<file path="config.mk">
export PLATFORM = sky130hd
export DESIGN_NAME = mem_arbiter
export DESIGN_NICKNAME = d
export VERILOG_FILES = /design/src/logic/beeb_pkg.sv /design/src/logic/mem_arbiter.sv
export SDC_FILE = /design/constraint.sdc
export NUM_CORES = 1
export LEC_CHECK = 0
export ABC_AREA = 1
export ABC_CLOCK_PERIOD_IN_PS = 2200
export BUFFER_PORTS_ARGS = -buffer_cell sky130_fd_sc_hd__buf_4
export CORE_MARGIN = 2
export CORE_UTILIZATION = 33
export DETAILED_ROUTE_END_ITERATION = 8
export GPL_ROUTABILITY_DRIVEN = 0
export PLACE_DENSITY = 0.69
export SYNTH_ARGS = -nofsm -noshare
export SYNTH_HDL_FRONTEND = slang
export SYNTH_SLANG_ARGS = --single-unit
</file>
<file path="constraint.sdc">
create_clock -name clk_sys -period 2.2 [get_ports clk_sys]
set_input_delay 0.22 -clock clk_sys [delete_from_list [all_inputs] [get_ports clk_sys]]
set_output_delay 0.22 -clock clk_sys [all_outputs]
set_load 0.02 [all_outputs]
</file>
<file path="src/logic/beeb_pkg.sv">
/*
 * Shared widths, vector types, bus structs and memory-map constants
 * for the BBC Micro memory and analog-input platform.
 * Referenced by scoped name from every RTL block and the testbench.
 */
`default_nettype none

package beeb_pkg;

	// ============================================================
	// widths and limits
	// ============================================================

	// core bus, top bit picks ram
	localparam int addr_w     = 19;
	// sixteen 16 KB rom slots
	localparam int rom_addr_w = 18;
	localparam int bank_w     = 4;
	localparam int slot_w     = 4;
	localparam int offset_w   = 14;
	localparam int ram_bytes  = 212992;

	// mouse emulation bounds
	localparam int delta_limit = 10;
	localparam int pos_min     = -128;
	localparam int pos_max     = 127;

	// ============================================================
	// vector types
	// ============================================================

	typedef logic [7:0]            byte_t;
	typedef logic [addr_w-1:0]     bus_addr_t;
	typedef logic [rom_addr_w-1:0] rom_addr_t;
	typedef logic [bank_w-1:0]     bank_t;
	typedef logic [slot_w-1:0]     slot_t;
	typedef logic [7:0]            axis8_t;
	typedef logic [11:0]           axis12_t;
	typedef logic signed [8:0]     mouse_pos_t;

	// ============================================================
	// bus and config structs
	// ============================================================

	// single access on the shared memory port
	typedef struct packed {
		bus_addr_t addr;
		byte_t     wdata;
		logic      we;
	} mem_req_t;

	// image loader write, physical rom address
	typedef struct packed {
		rom_addr_t addr;
		byte_t     data;
	} load_req_t;

	typedef struct packed {
		logic model_master;
		logic mmfs_v2;
		logic mouse_off;
		logic swap_joy;
	} beeb_cfg_t;

	// stb toggles once per new packet
	typedef struct packed {
		logic       stb;
		mouse_pos_t dx;
		mouse_pos_t dy;
		logic [1:0] btn;
	} mouse_pkt_t;

	typedef struct packed {
		axis8_t x;
		axis8_t y;
		logic   fire;
		logic   any_button;
	} joy_in_t;

	// machine side stick, fire active low
	typedef struct packed {
		axis12_t x;
		axis12_t y;
		logic    fire_n;
	} axis_out_t;

	typedef enum logic [1:0] {
		st_idle,
		st_load_access,
		st_core_access,
		st_wait_release
	} arb_state_t;

endpackage

`default_nettype wire

</file>
<file path="src/logic/mem_arbiter.sv">
/*
 * Two-port four-phase req/ack arbiter for the single memory port.
 * Loader wins when both are pending in idle. Ack rises two cycles
 * after req is seen and falls one cycle after req drops.
 */
`timescale 1ns/1ps
`default_nettype none

module mem_arbiter (
	input  logic                 clk_sys,
	input  logic                 rst_n,
	input  logic                 load_req,
	input  beeb_pkg::load_req_t  load_pkt,
	output logic                 load_ack,
	input  logic                 core_req,
	input  beeb_pkg::mem_req_t   core_pkt,
	output logic                 core_ack,
	output beeb_pkg::byte_t      core_rdata,
	output logic                 load_grant,
	output logic                 mem_en,
	output beeb_pkg::mem_req_t   mem_pkt,
	input  beeb_pkg::byte_t      mem_rdata
);

	beeb_pkg::arb_state_t state;
	beeb_pkg::mem_req_t   load_word;

	// loader always writes, address sits in rom space
	always_comb begin
		load_word.addr  = {1'b0, load_pkt.addr};
		load_word.wdata = load_pkt.data;
		load_word.we    = 1'b1;
	end

	assign load_grant = (state == beeb_pkg::st_load_access);

	// ============================================================
	// grant fsm
	// ============================================================
	always_ff @(posedge clk_sys or negedge rst_n) begin
		if (!rst_n) begin
			state    <= beeb_pkg::st_idle;
			mem_en   <= 1'b0;
			load_ack <= 1'b0;
			core_ack <= 1'b0;
		end else begin
			case (state)
				beeb_pkg::st_idle: begin
					if (load_req) begin
						state  <= beeb_pkg::st_load_access;
						mem_en <= 1'b1;
					end else if (core_req) begin
						state  <= beeb_pkg::st_core_access;
						mem_en <= 1'b1;
					end
				end
				beeb_pkg::st_load_access, beeb_pkg::st_core_access: begin
					// first cycle memory acts, second cycle data is back
					if (mem_en) begin
						mem_en <= 1'b0;
					end else begin
						state <= beeb_pkg::st_wait_release;
						if (state == beeb_pkg::st_load_access)
							load_ack <= 1'b1;
						else
							core_ack <= 1'b1;
					end
				end
				beeb_pkg::st_wait_release: begin
					// hold ack until the owner lets go
					if (load_ack && !load_req) begin
						load_ack <= 1'b0;
						state    <= beeb_pkg::st_idle;
					end else if (core_ack && !core_req) begin
						core_ack <= 1'b0;
						state    <= beeb_pkg::st_idle;
					end
				end
				default: state <= beeb_pkg::st_idle;
			endcase
		end
	end

	// payload side
	always_ff @(posedge clk_sys) begin
		// request latched while idle, stable through the access
		if (state == beeb_pkg::st_idle)
			mem_pkt <= load_req ? load_word : core_pkt;
		// read byte captured with the ack edge
		if (state == beeb_pkg::st_core_access && !mem_en)
			core_rdata <= mem_rdata;
	end

endmodule

`default_nettype wire

</file>
==> flow_results.org <==
** CTS
- Worst-path clk slew :: 80 ps
- Resize count post-CTS :: 0
- H-tree depth reported by CTS :: 2
- Root Buffer :: clkbuf_8
- In this run the deepest clock path goes through 2 buffers.
- Counting the buffers created by CTS gives 5.
- Latest clock arrival within the worst-skew pair :: 290 ps
- Once the clock tree was built, the setup fixing pass inserted 0 buffers.
- The number of hold buffers added after CTS was 1.
- TritonCTS sink count :: 41
- TritonCTS built the clock tree.

** Timing
- Final setup slack of the worst path :: 640.6 ps
- Worst-case clock skew :: roughly 8.3 ps
- In this run the tightest slew margin relative to its limit is 67.91%.
- Peak clock frequency supported by timing :: about 640 MHz
- Fin. Hold Viols :: 0
- After layout, the worst path uses 70.88% of the clock period.
- Setup repair after global routing left no endpoint under its margin.
- Pin slew with the least headroom to its limit :: ~480 ps
- Fin. max-slew vios :: 0
- After layout, the minimum clock period comes to about 1600 ps.
- Count of final setup violators :: 0
- Accumulated negative setup slack :: 0 ps

** Routing
- In this run the remaining antenna-violating nets after routing total 0.
- For this block, wires on met1 add up to 1.634 mm.
- Top layer used by detailed routing :: met4
- For this run, the detailed router's first-pass iteration total came to 4.
- 1st-iter DRT viols :: 58
- Total length of routed wires :: 4.152 mm
- In the final routed layout, each cell accounts on average for 11.38 um.
- After detailed routing, the number of vias per cell comes to 4.367.
- Total length of routed met2 wires :: 2.034 mm
- Met3 layer wire length in the routed design :: about 440 um
- Total vias in the final route :: 1594
- Post-detailed-route DRC marker count :: 0

** Min path
- Cell depth of the worst hold path :: 1
- Capture endpoint of the worst hold path :: core_rdata[3]
- The worst hold path begins at mem_rdata[3].
- In this run the worst hold path is classified as in2reg.

** Worst setup path
- Crit path cell chain :: inv_1 > ha_1 > nand2_1 > a21boi_2 > nand2_1 > nand2_1 > nand2_1
- For the worst setup path, the data arrival time is 1740 ps.
- The largest single stage delay on the critical path is 440 ps.
- The worst setup path is captured at a flip-flop.
- Slowest stage cell on the critical path :: dfrtp_1
- Critical path buffer and inverter count :: 1
- By instance count, the cell type seen most on the critical path is nand2_1.
- Highest net fanout along the worst path :: 6
- Length in cells of the worst reg-to-reg path :: 7
- Req. time, crit path :: between 2000 and 2500 ps
- Critical path class :: reg2reg
- STA classifies the critical path startpoint as a flip-flop.
- For flop-to-flop paths, the worst setup slack is around 640 ps.
- Worst path top cell family by delay :: flip-flops
- The endpoint identified for the worst register-to-register timing path is state[1].
- In this run the critical register-to-register path is launched from state[0].

** Die
- IO Pins :: 106
- The die covers 6202 um^2.
- Die height :: between 70 and 80 um
- In this run the standard cell core region covers 5439 um^2.
- Die X :: 78.76 um
- Row generation in the floorplan step produced 27 rows.
- Once the floorplan was initialized, standard cells occupied 33.91% of the core.

** Global route
- Global-route wire length before repair :: 6.368 mm
- Global routing used 13.15% of the available tracks across all layers.
- Number of antenna violations at the first check in global routing :: 0
- Number of global-route vias before repair :: 1429
- Summed over all layers, the global routing overflow is 0.
- Entering global routing, the biggest net connects 32 pins.

** Synthesis
- Combinational family with the most area after synthesis :: simple AND/OR/NAND/NOR gates
- Yosys mapped the design onto 16 distinct sky130hd cell types.
- Counting instances in the post-synthesis netlist gives the leading cell types as nand2_1 (97), edfxtp_1 (36), inv_1 (11), ha_1 (7), nand3_1 (7).
- Synth async-reset ratio :: 12.20%
- The synthesized design spends more area on one cell type than any other, namely edfxtp_1.
- In this run, synthesis produced a sequential element count of between 40 and 50.
- Multiplexer area fraction after synthesis :: 0%
- Count of flip-flops with a built-in enable after synthesis :: 36
- The synthesized netlist devotes 2.171% of its cell area to compound gates.
- Average instance area after synthesis :: 10.13 um^2
- In the synthesized netlist the dominant register cell turns out to be edfxtp_1.
- Post-Synthesis Cells :: 182
- Adder-cell share of the synthesized area :: between 4 and 5%
- After synthesis, the cell types taking the most area are edfxtp_1 (59%), nand2_1 (20%), dfrtp_1 (6.8%).
- Post-Syn Nets :: around 260
- After Yosys synthesis, and, or, nand and nor cells account for 23.00% of the synthesized area.
- Summing the areas of all xor and xnor instances in the mapped netlist gives 0% of the synthesized area.
- For this run, the number of Yosys warnings is 0.
- For this run, the register share of the synthesized area comes to 65.40%.
- Most frequent cell after synthesis :: nand2_1
- The synthesized design devotes to its leading area cell type 58.62% of total area.
- Synth Cell Area :: 1844 um^2

** Final layout
- Final cell count without fillers :: 365
- Of the cells placed in the final design, the portion with a size suffix greater than 1 is 40.27%.
- After the last flow step, the layout net total stands at roughly 370.
- From synthesis to final layout, the design area changed by 53.66%.
- The repair_antennas step left the layout with diodes totalling 0.

** Placed design
- Post-detail-place hpwl :: 3.145 mm
- Post-Place Cells :: 356
- During placement, the flow inserted port buffers numbering about 110.
- Prior to clock tree synthesis, the placed netlist has a worst setup slack of about 670 ps.

** Job
- Across the run, the number of max-cap violations was 0.

** Power
- Summed over all cells, the static leakage comes to 1.413 nW.
- For this design the ratio of total power to cell area is 1203 nW/um^2.
- Across the VDD grid, the largest voltage drop is 0.4928 mV.
- Power Total :: 3.410 mW

** Outcome
- Result of the run :: finished, final reports clean
-- how the worst max path moves through the flow --
stage | slack [ps] | from | cells after the start | to
3_5_place_dp | 670 | state[0] | 7 | state[1]
4_1_cts | 660 | state[0] | 7 | state[1]
3_3_place_gp | 740 | state[0] | 7 | state[1]
2_1_floorplan | 440 | state[0] | 6 | state[1]
6_report | 640 | state[0] | 7 | state[1]
5_1_grt | 530 | state[1] | 7 | state[1]
-- worst reg2reg max path: cells and delay by family, from the launching register on --
| kind | cells | cell delay [ps] |
|---|---|---|
| AO/OA/AOI/OAI | 1 | 210 |
| AND/OR/NAND/NOR | 4 | 310 |
| adder cells (fa/ha/maj) | 1 | 380 |
| buffers and inverters | 1 | 120 |
| flip-flops | 1 | 440 |
-- cell families (layout without fill, tap and decap cells) --
family / count (synthesis) / after routing
AND/OR/NAND/NOR: 110 / 110
flip-flops: 41 / 41
buffers and inverters: 18 / 129
adder cells (fa/ha/maj): 7 / 7
AO/OA/AOI/OAI: 6 / 6
-- state kept, by name, indices dropped and copies added, names as in the netlist --
signal,count
state,2
core_ack,1
core_rdata,8
mem_en,1
mem_pkt,28
load_ack,1
-- stage by stage --
stage / instance area [um^2] / hold WS, ps / util [%]
6_report: 2834 / 104.6 / 52.10
5_1_grt: 2834 / 80.60 / 52.10
4_1_cts: 2834 / 87.50 / 52.10
3_5_place_dp: 2704 / 29.99 / 49.71
3_3_place_gp: 2704 / 28.00 / 49.71
2_1_floorplan: 1844 / -75.59 / -
-- where the power goes --
group,total [mW],internal [mW],switching [mW]
clock network,0.622,0.369,0.254
logic,1.46,0.593,0.868
registers,1.33,1.21,0.115
total,3.41,2.17,1.24
-- per-layer routing --
metal | GRT usage [%] | vias to the layer above
li1 | - | 799
met1 | 15.61 | 714
met2 | 21.45 | 75
met3 | 5.227 | 6
met4 | 5.088 | 0
met5 | 0 | -
-- final cells by class --
type,count,area (um^2)
Sequential cell,41,1206
Clock buffer,6,82.58
Tap cell,72,90.09
Inverter,12,45.04
Timing Repair Buffer,109,820.8
Clock inverter,2,37.54
Fill cell,508,2605
Multi-Input combinational cell,123,551.8
-- layout by cell type (no fill, tap or decap) --
cell type / Yosys / layout
o21ai_0: 2 / 2
ha_1: 7 / 7
clkbuf_8: 0 / 6
or2_1: 1 / 1
edfxtp_1: 36 / 36
dfrtp_1: 5 / 5
nand2_1: 97 / 97
inv_2: 1 / 1
dlygate4sd3_1: 0 / 1
o21ai_1: 2 / 2
o2bb2ai_1: 1 / 1
a21boi_2: 1 / 1
inv_1: 11 / 11
bufinv_16: 0 / 1
nor2_1: 5 / 5
nand3_1: 7 / 7
buf_4: 2 / 108
clkinvlp_4: 0 / 1
Note: power is estimated with default switching activity, not from simulation.
