### config.mk
export PLATFORM = sky130hd
export DESIGN_NAME = analog_joystick
export DESIGN_NICKNAME = d
export VERILOG_FILES = /design/src/logic/beeb_pkg.sv /design/src/logic/analog_joystick.sv
export SDC_FILE = /design/constraint.sdc
export NUM_CORES = 1
export LEC_CHECK = 0
export BUFFER_PORTS_ARGS = -buffer_cell sky130_fd_sc_hd__buf_2
export CAP_MARGIN = 30
export CORE_MARGIN = 2
export CORE_UTILIZATION = 37
export DETAILED_ROUTE_END_ITERATION = 10
export GPL_TIMING_DRIVEN = 0
export PLACE_DENSITY = 0.65
export SLEW_MARGIN = 20
export SYNTH_ARGS = -nofsm -noshare
export SYNTH_HDL_FRONTEND = slang
export SYNTH_SLANG_ARGS = --single-unit
### constraint.sdc
create_clock -name clk_sys -period 3.45 [get_ports clk_sys]
set_input_delay 0.69 -clock clk_sys [delete_from_list [all_inputs] [get_ports clk_sys]]
set_output_delay 0.69 -clock clk_sys [all_outputs]
set_load 0.02 [all_outputs]
### src/logic/beeb_pkg.sv
/*
 * Shared widths, vector types, bus structs and memory-map constants
 * for the BBC Micro memory and analog-input platform.
 * Referenced by scoped name from every RTL block and the testbench.
 */
`default_nettype none

package beeb_pkg;

	// ============================================================
	// widths and limits
	// ============================================================

	// core bus, top bit picks ram
	localparam int addr_w     = 19;
	// sixteen 16 KB rom slots
	localparam int rom_addr_w = 18;
	localparam int bank_w     = 4;
	localparam int slot_w     = 4;
	localparam int offset_w   = 14;
	localparam int ram_bytes  = 212992;

	// mouse emulation bounds
	localparam int delta_limit = 10;
	localparam int pos_min     = -128;
	localparam int pos_max     = 127;

	// ============================================================
	// vector types
	// ============================================================

	typedef logic [7:0]            byte_t;
	typedef logic [addr_w-1:0]     bus_addr_t;
	typedef logic [rom_addr_w-1:0] rom_addr_t;
	typedef logic [bank_w-1:0]     bank_t;
	typedef logic [slot_w-1:0]     slot_t;
	typedef logic [7:0]            axis8_t;
	typedef logic [11:0]           axis12_t;
	typedef logic signed [8:0]     mouse_pos_t;

	// ============================================================
	// bus and config structs
	// ============================================================

	// single access on the shared memory port
	typedef struct packed {
		bus_addr_t addr;
		byte_t     wdata;
		logic      we;
	} mem_req_t;

	// image loader write, physical rom address
	typedef struct packed {
		rom_addr_t addr;
		byte_t     data;
	} load_req_t;

	typedef struct packed {
		logic model_master;
		logic mmfs_v2;
		logic mouse_off;
		logic swap_joy;
	} beeb_cfg_t;

	// stb toggles once per new packet
	typedef struct packed {
		logic       stb;
		mouse_pos_t dx;
		mouse_pos_t dy;
		logic [1:0] btn;
	} mouse_pkt_t;

	typedef struct packed {
		axis8_t x;
		axis8_t y;
		logic   fire;
		logic   any_button;
	} joy_in_t;

	// machine side stick, fire active low
	typedef struct packed {
		axis12_t x;
		axis12_t y;
		logic    fire_n;
	} axis_out_t;

	typedef enum logic [1:0] {
		st_idle,
		st_load_access,
		st_core_access,
		st_wait_release
	} arb_state_t;

endpackage

`default_nettype wire

### src/logic/analog_joystick.sv
/*
 * Analog stick inputs for the machine.
 * Mouse packets drive a virtual stick with per-packet clamping and
 * saturation. Both sources convert to inverted 12-bit axes.
 */
`timescale 1ns/1ps
`default_nettype none

module analog_joystick (
	input  logic                 clk_sys,
	input  logic                 rst_n,
	input  logic                 sys_reset,
	input  beeb_pkg::beeb_cfg_t  cfg,
	input  beeb_pkg::mouse_pkt_t mouse,
	input  beeb_pkg::joy_in_t    joy1,
	input  beeb_pkg::joy_in_t    joy2,
	output beeb_pkg::axis_out_t  stick1,
	output beeb_pkg::axis_out_t  stick2
);

	logic                 stb_q;
	logic                 emu_mode;
	beeb_pkg::mouse_pos_t mx;
	beeb_pkg::mouse_pos_t my;
	logic signed [9:0]    nx;
	logic signed [9:0]    ny;
	logic                 pos_clear;

	beeb_pkg::axis8_t    src_x;
	beeb_pkg::axis8_t    src_y;
	logic                src_fire;
	beeb_pkg::axis_out_t stick_a;
	beeb_pkg::axis_out_t stick_b;

	// limit one packet's movement
	function automatic beeb_pkg::mouse_pos_t clamp_delta(input beeb_pkg::mouse_pos_t d);
		if (d > beeb_pkg::delta_limit)
			return beeb_pkg::mouse_pos_t'(beeb_pkg::delta_limit);
		else if (d < -beeb_pkg::delta_limit)
			return beeb_pkg::mouse_pos_t'(-beeb_pkg::delta_limit);
		return d;
	endfunction

	function automatic beeb_pkg::mouse_pos_t saturate_pos(input logic signed [9:0] p);
		if (p < beeb_pkg::pos_min)
			return beeb_pkg::mouse_pos_t'(beeb_pkg::pos_min);
		else if (p > beeb_pkg::pos_max)
			return beeb_pkg::mouse_pos_t'(beeb_pkg::pos_max);
		return beeb_pkg::mouse_pos_t'(p);
	endfunction

	// flip sign bit, invert, then widen with the upper nibble
	function automatic beeb_pkg::axis12_t to_axis12(input beeb_pkg::axis8_t v);
		beeb_pkg::byte_t inv;
		inv = 8'hff - {~v[7], v[6:0]};
		return {inv, inv[7:4]};
	endfunction

	// ============================================================
	// mouse emulation
	// ============================================================
	// y on the mouse runs opposite to the stick
	assign nx = mx + clamp_delta(mouse.dx);
	assign ny = my - clamp_delta(mouse.dy);

	assign pos_clear = joy1.any_button || sys_reset || cfg.mouse_off;

	always_ff @(posedge clk_sys or negedge rst_n) begin
		if (!rst_n) begin
			stb_q    <= 1'b0;
			emu_mode <= 1'b0;
			mx       <= '0;
			my       <= '0;
		end else begin
			stb_q <= mouse.stb;
			if (pos_clear) begin
				// back to the real stick
				emu_mode <= 1'b0;
				mx       <= '0;
				my       <= '0;
			end else if (stb_q != mouse.stb) begin
				emu_mode <= 1'b1;
				mx       <= saturate_pos(nx);
				my       <= saturate_pos(ny);
			end
		end
	end

	// ============================================================
	// axis conversion
	// ============================================================
	assign src_x    = emu_mode ? mx[7:0] : joy1.x;
	assign src_y    = emu_mode ? my[7:0] : joy1.y;
	assign src_fire = emu_mode ? |mouse.btn : joy1.fire;

	always_comb begin
		stick_a.x      = to_axis12(src_x);
		stick_a.y      = to_axis12(src_y);
		stick_a.fire_n = ~src_fire;
		stick_b.x      = to_axis12(joy2.x);
		stick_b.y      = to_axis12(joy2.y);
		stick_b.fire_n = ~joy2.fire;
	end

	// optional swap of the two sticks
	assign stick1 = cfg.swap_joy ? stick_b : stick_a;
	assign stick2 = cfg.swap_joy ? stick_a : stick_b;

endmodule

`default_nettype wire

==> results of run 1 <==
## metal layers
metal | vias up | track usage | part of all wire
met2 | 122 | 0.329 | 0.48
met1 | 1273 | 0.243 | 0.43
li1 | 1428 | - | -
met5 | - | 0 | 0
met3 | 15 | 0.00952 | 0.065
met4 | 0 | 0.0582 | 0.022
## layout by cell type (no fill, tap or decap), types with 2 or more instances in the layout
cell,n
buf_2,109
nand2_1,37
a21oi_1,36
nor2_1,32
mux2i_1,21
o21ai_0,20
buf_4,20
dfrtp_1,20
inv_1,19
ha_1,18
clkbuf_1,17
xnor2_1,7
a221o_2,6
o21ai_1,5
a21o_1,5
xor2_1,5
nand4_1,3
o21a_1,3
nand2b_1,3
nand3_1,3
o311ai_0,3
clkbuf_8,3
and3_1,2
or2_2,2
nor4_1,2
a211o_1,2
a22o_1,2
a31oi_4,2
and3b_1,2
a211oi_1,2
nor3_1,2
a221oi_2,2
nand3b_1,2
a221oi_1,2
fa_1,2
## power breakdown
group	leakage (nW)	switching, mW	internal [mW]
clock	0.0357	0.0851	0.155
combinational	1.39	0.255	0.177
sequential	0.274	0.00993	0.244
## sequential cells by signal, indices dropped and copies added (netlist names)
name      flops
mx            9
stb_q         1
emu_mode      1
my            9
## final timing paths
path | from | to | slack (ns) | depth (start not counted)
setup / recovery | mouse[9] | my[2] | 0.18 | 14
hold / removal | rst_n | mx[0] | 0.37 | 1
setup reg to reg | my[4] | my[2] | 0.83 | 7
hold reg to reg | mx[8] | mx[8] | 0.52 | 2
max in group asynchronous | rst_n | my[8] | 2.76 | 1
min in group clk_sys | mx[8] | mx[8] | 0.52 | 2
## layout make-up
class	instances	area, sq um	area share
multi-input cells	260	1850	0.552
inverters	19	71.3	0.0212
clock inverters	1	30.0	0.00893
well taps	80	100	0.0298
plain buffers	34	189	0.0562
clock buffers	3	41.3	0.0123
flip-flops and latches	20	500	0.149
repair buffers	113	576	0.171
## critical path, delay by kind of cell
kind                     cells  cell delay, ns
AND/OR/NAND/NOR              5            1.25
buffers and inverters        2            0.17
adder cells (fa/ha/maj)      2            0.55
AO/OA/AOI/OAI                5            0.80
## timing repair
action,4_1_cts,5_1_grt
pin swaps,0,5
gates resized for setup,2,19
hold buffers,0,0
setup buffers,0,4
endpoints found under the setup margin,13,20
## logic make-up after synthesis
family	count (synthesis)	share of synthesized area
compound gates	105	0.274
simple gates	100	0.184
buf+inv	53	0.103
mux	22	0.0880
fa+ha+maj	21	0.110
flops	20	0.199
xor+xnor	12	0.0417
==> metrics, run 1 <==
Port Buf Inserts 109; Avg WL per Cell between 10 and 15 um; register bit total from synthesis 20; top-count cell post-synth nand2_1; DR vias/cell 5.35; CTS tree done; Post-Place Setup Slack -0.365 ns; final core occ 0.503; Total Neg Setup Slack 0 ns; Die W 86.5 um; fillers 672; crit share post-route 0.947; fin crit period between 3 and 4 ns; Design Area, Final 3360 sq um; gr usage total 0.186; CP Max Fanout 7; area grow syn2layout 33.5%; Core Footprint 6680 sq um; Final Hold Violating Endpoints 0; post-route insts no fill 530; sequential element share of the synthesized area 0.199; I/O pins around 110; final setup margin 0.182 ns; Most used DFF post-synth dfrtp_1; post-synth top area cell dfrtp_1; Clock Latency Late Sink 0.27 ns; Achievable Freq 0.306 GHz; Least-Margin Pin Slew 0.722 ns; Final ANT Viol Nets 0; synthesized area per cell about 7.6 sq um; total power 0.925 mW; residual DRC count 0; leakage 1.70 nW; Clock Root Buffer clkbuf_8; outcome completed; 1st-pass router iterations 4; initial core utilization 0.377; Netlist Area Pre-Place approximately 2500 sq um; RSZ-0062 raised after global routing false; DPL Wire Length 6.02 mm; Mapped Cells between 300 and 400; crit path launch type input pin; Pwr Density about 280 nW/um^2; H-tree levels 1; Data arrival, critical path 3.47 ns; Yosys top cell area share 0.199; share of cells above drive strength 1 0.351; async set-reset flop share out of synthesis 1.00; most frequent cells after synthesis nand2_1, a21oi_1, nor2_1; DRT Wirelength between 7 and 8 mm; Final setup viols 0; Clock Path Buffers 2; Nets 536; Peak VDD IR around 0.16 mV; clock sink count 20; synth top area cells dfrtp_1, ha_1, mux2i_1; number of synthesized flops with an enable pin 0; Die Y 86.5 um; Syn Nets 418; hold_ws 0.367 ns; slowest CP cell or4_2; RePlAce Congestion between 0.8 and 0.9; max-cap violation count 0; Worst slew margin 0.519; n_diodes 0; Crit Path Category in -> reg; Placed Cells 522; Synth cell types 54; vias in the first global route 2536; Max Slew Vio Count 0; routed vias 2838; DIE AREA roughly 7500 sq um; TritonCTS Buffers 3; largest net degree at the start of global routing 21; cell area after placement between 3000 and 4000 sq um; crit-path max cell delay 0.60 ns; initial antenna violation count 0; Setup crit end kind flop; synth warn 0; Worst-path clk slew 0.08 ns; DRT iter0 DRCs 108; Hold Crit Class in -> async; worst-path cell chain buf_2, nor4_4, o21ai_1, nand2_1, and3_1, ha_1, inv_1, fa_1, a21o_1, a31oi_4, o21bai_2, or4_2, nand3_4, a221o_2; critical path required time 3.65 ns; Site Rows 30; final clock skew 0.00748 ns; first-pass GRT wire length 11.4 mm; grt ovf 0
(Power assumes the default switching activity.)
==> inputs of run 2 (changes only) <==
==> constraint.sdc (replaced) <==
create_clock -name clk_sys -period 3.45 [get_ports clk_sys]
set_input_delay 0.345 -clock clk_sys [delete_from_list [all_inputs] [get_ports clk_sys]]
set_output_delay 0.345 -clock clk_sys [all_outputs]
set_load 0.02 [all_outputs]
==> run 2 against run 1 <==
Net effect:
- clock skew up 0.0024 ns
- critical path depth unchanged
- maximum frequency up 4.5%
- critical path type unchanged
- utilization down 1.6 points
- combinational power down 4.6%
- sequential power about the same
- highest routed layer unchanged
- largest cell class unchanged
==> metrics, run 2 (synthesized netlist as in run 1, its figures left out) <==
Die W 86.5 um; I/O pins 114; Pwr Density between 200 and 300 nW/um^2; crit-path max cell delay between 0.5 and 0.6 ns; Total Neg Setup Slack 0 ns; crit path launch type input pin; Worst slew margin 0.520; Multi-input gate area 1780 sq um; R2R depth 6; outcome completed; Crit Reg-Reg Endpoint my[2]; Net Sw Power 0.339 mW; worst-path cell chain buf_2, nor4_1, o21ai_0, nand2_1, and3_1, ha_1, inv_1, fa_1, a21o_1, a31oi_1, o21bai_1, or4_2, nand3_2, a221o_2; Port Buf Inserts 109; gr usage total 0.183; TritonCTS Buffers 3; most common cell after layout, fill and taps aside buf_2; post-route insts no fill between 500 and 600; H-tree levels 1; hold_ws roughly 0.021 ns; slowest CP cell or4_2; Nets 532; DRT Wirelength 7.30 mm; n_diodes 0; DR vias/cell roughly 5.3; Die Y 86.5 um; Crit Path Category in -> reg; fin crit period 3.13 ns; first-pass GRT wire length 11.3 mm; RePlAce Congestion about 0.86; Final setup viols 0; fillers 674; Placed Cells ~520; combinational share of power 0.454; Sw Share 0.374; sequential share of power 0.280; Data arrival, critical path 3.33 ns; Setup crit end kind flop; CTS tree done; crit share post-route 0.906; grt ovf 0; Final ANT Viol Nets 0; CP Max Fanout 7; Clock Root Buffer clkbuf_8; DIE AREA 7480 sq um; Clock Path Buffers 2; max-cap violation count 0; Design Area, Final 3250 sq um; cell area after placement 3160 sq um; Least-Margin Pin Slew roughly 0.72 ns; RR Startpoint my[4]; Max Slew Vio Count 0; DRT iter0 DRCs 137; Clock Power Share 0.266; share of cells above drive strength 1 0.323; residual DRC count 0; Achievable Freq 0.320 GHz; worst reg-to-reg setup slack 0.63 ns; DPL Wire Length 6.02 mm; clock sink count 20; largest net degree at the start of global routing 21; routed vias 2776; most frequent cells in the layout buf_2, nand2_1, a21oi_1; Hold Crit Class in -> async; Clock Latency Late Sink 0.26 ns; Pint 0.566 mW; initial core utilization 0.377; initial antenna violation count 0; area grow syn2layout 29.2%; critical path required time 3.65 ns; post-CTS setup buffer count 0; Worst-path clk slew 0.09 ns; final clock skew 0.00983 ns; leakage 1.66 nW; Final Hold Violating Endpoints 0; vias in the first global route 2517; largest registers mx (9), my (9); Avg WL per Cell 13.9 um; Peak VDD IR 0.224 mV; Site Rows 30; Core Footprint 6680 sq um; 1st-pass router iterations 4; Reg area ~500 sq um
run 2: cell types whose count changed in the layout (fill, tap and decap cells not counted), sizes merged:
cell / before / now
buf: 129 / 126
clkbuf: 21 / 20
run 2: per-stage QoR:
step / utilization / setup WS [ns] / total power [mW]
4_1_cts: 0.484 / 0.276 / 0.907
2_1_floorplan: - / 0.543 / 0.530
3_3_place_gp: 0.473 / 0.0241 / 0.660
6_report: 0.487 / 0.323 / 0.905
3_5_place_dp: 0.473 / -0.0203 / 0.666
5_1_grt: 0.487 / -0.00738 / 0.959
run 2: worst max-delay path by stage:
| stage | from | endpoint | slack, ns | cells past startpoint |
|---|---|---|---|---|
| 2_1_floorplan | mouse[17] | mx[4] | 0.54 | 12 |
| 3_3_place_gp | mouse[9] | my[6] | 0.02 | 14 |
| 3_5_place_dp | mouse[17] | mx[4] | -0.02 | 14 |
| 4_1_cts | mouse[9] | my[2] | 0.28 | 14 |
| 5_1_grt | mouse[9] | my[6] | -0.007 | 13 |
| 6_report | mouse[9] | my[2] | 0.32 | 14 |
run 2: repair_timing:
item	in CTS	in global routing
setup endpoints to repair	0	11
gates resized for setup	0	2
hold buffers	0	0
run 2: layout make-up:
type,count,area share
buffer,34,0.0577
clock buffer,3,0.0127
clock inverter,1,0.00923
inverter,19,0.0219
multi-input combinational,260,0.546
sequential,20,0.154
tap,80,0.0308
timing repair buffer,109,0.168
run 2: power groups by stage:
stage	logic, mW	clock network [mW]	registers [mW]
global route	0.454	0.250	0.256
detailed placement	0.407	0	0.259
floorplan	0.275	0	0.255
finish	0.411	0.240	0.254
CTS	0.408	0.245	0.254
global placement	0.402	0	0.258
run 2: critical path, delay by kind of cell:
kind            cells  cell delay (ns)
compound gates      5             0.93
simple gates        5             1.34
fa+ha+maj           2             0.55
buf+inv             2             0.15
run 2: layer usage:
| metal | track usage | routed length, um | up-vias |
|---|---|---|---|
| met3 | 0.00952 | 442 | 15 |
| met1 | 0.240 | 3250 | 1241 |
| li1 | - | - | 1414 |
| met4 | 0.0582 | 155 | 0 |
| met2 | 0.324 | 3450 | 106 |
| met5 | 0 | 0 | - |
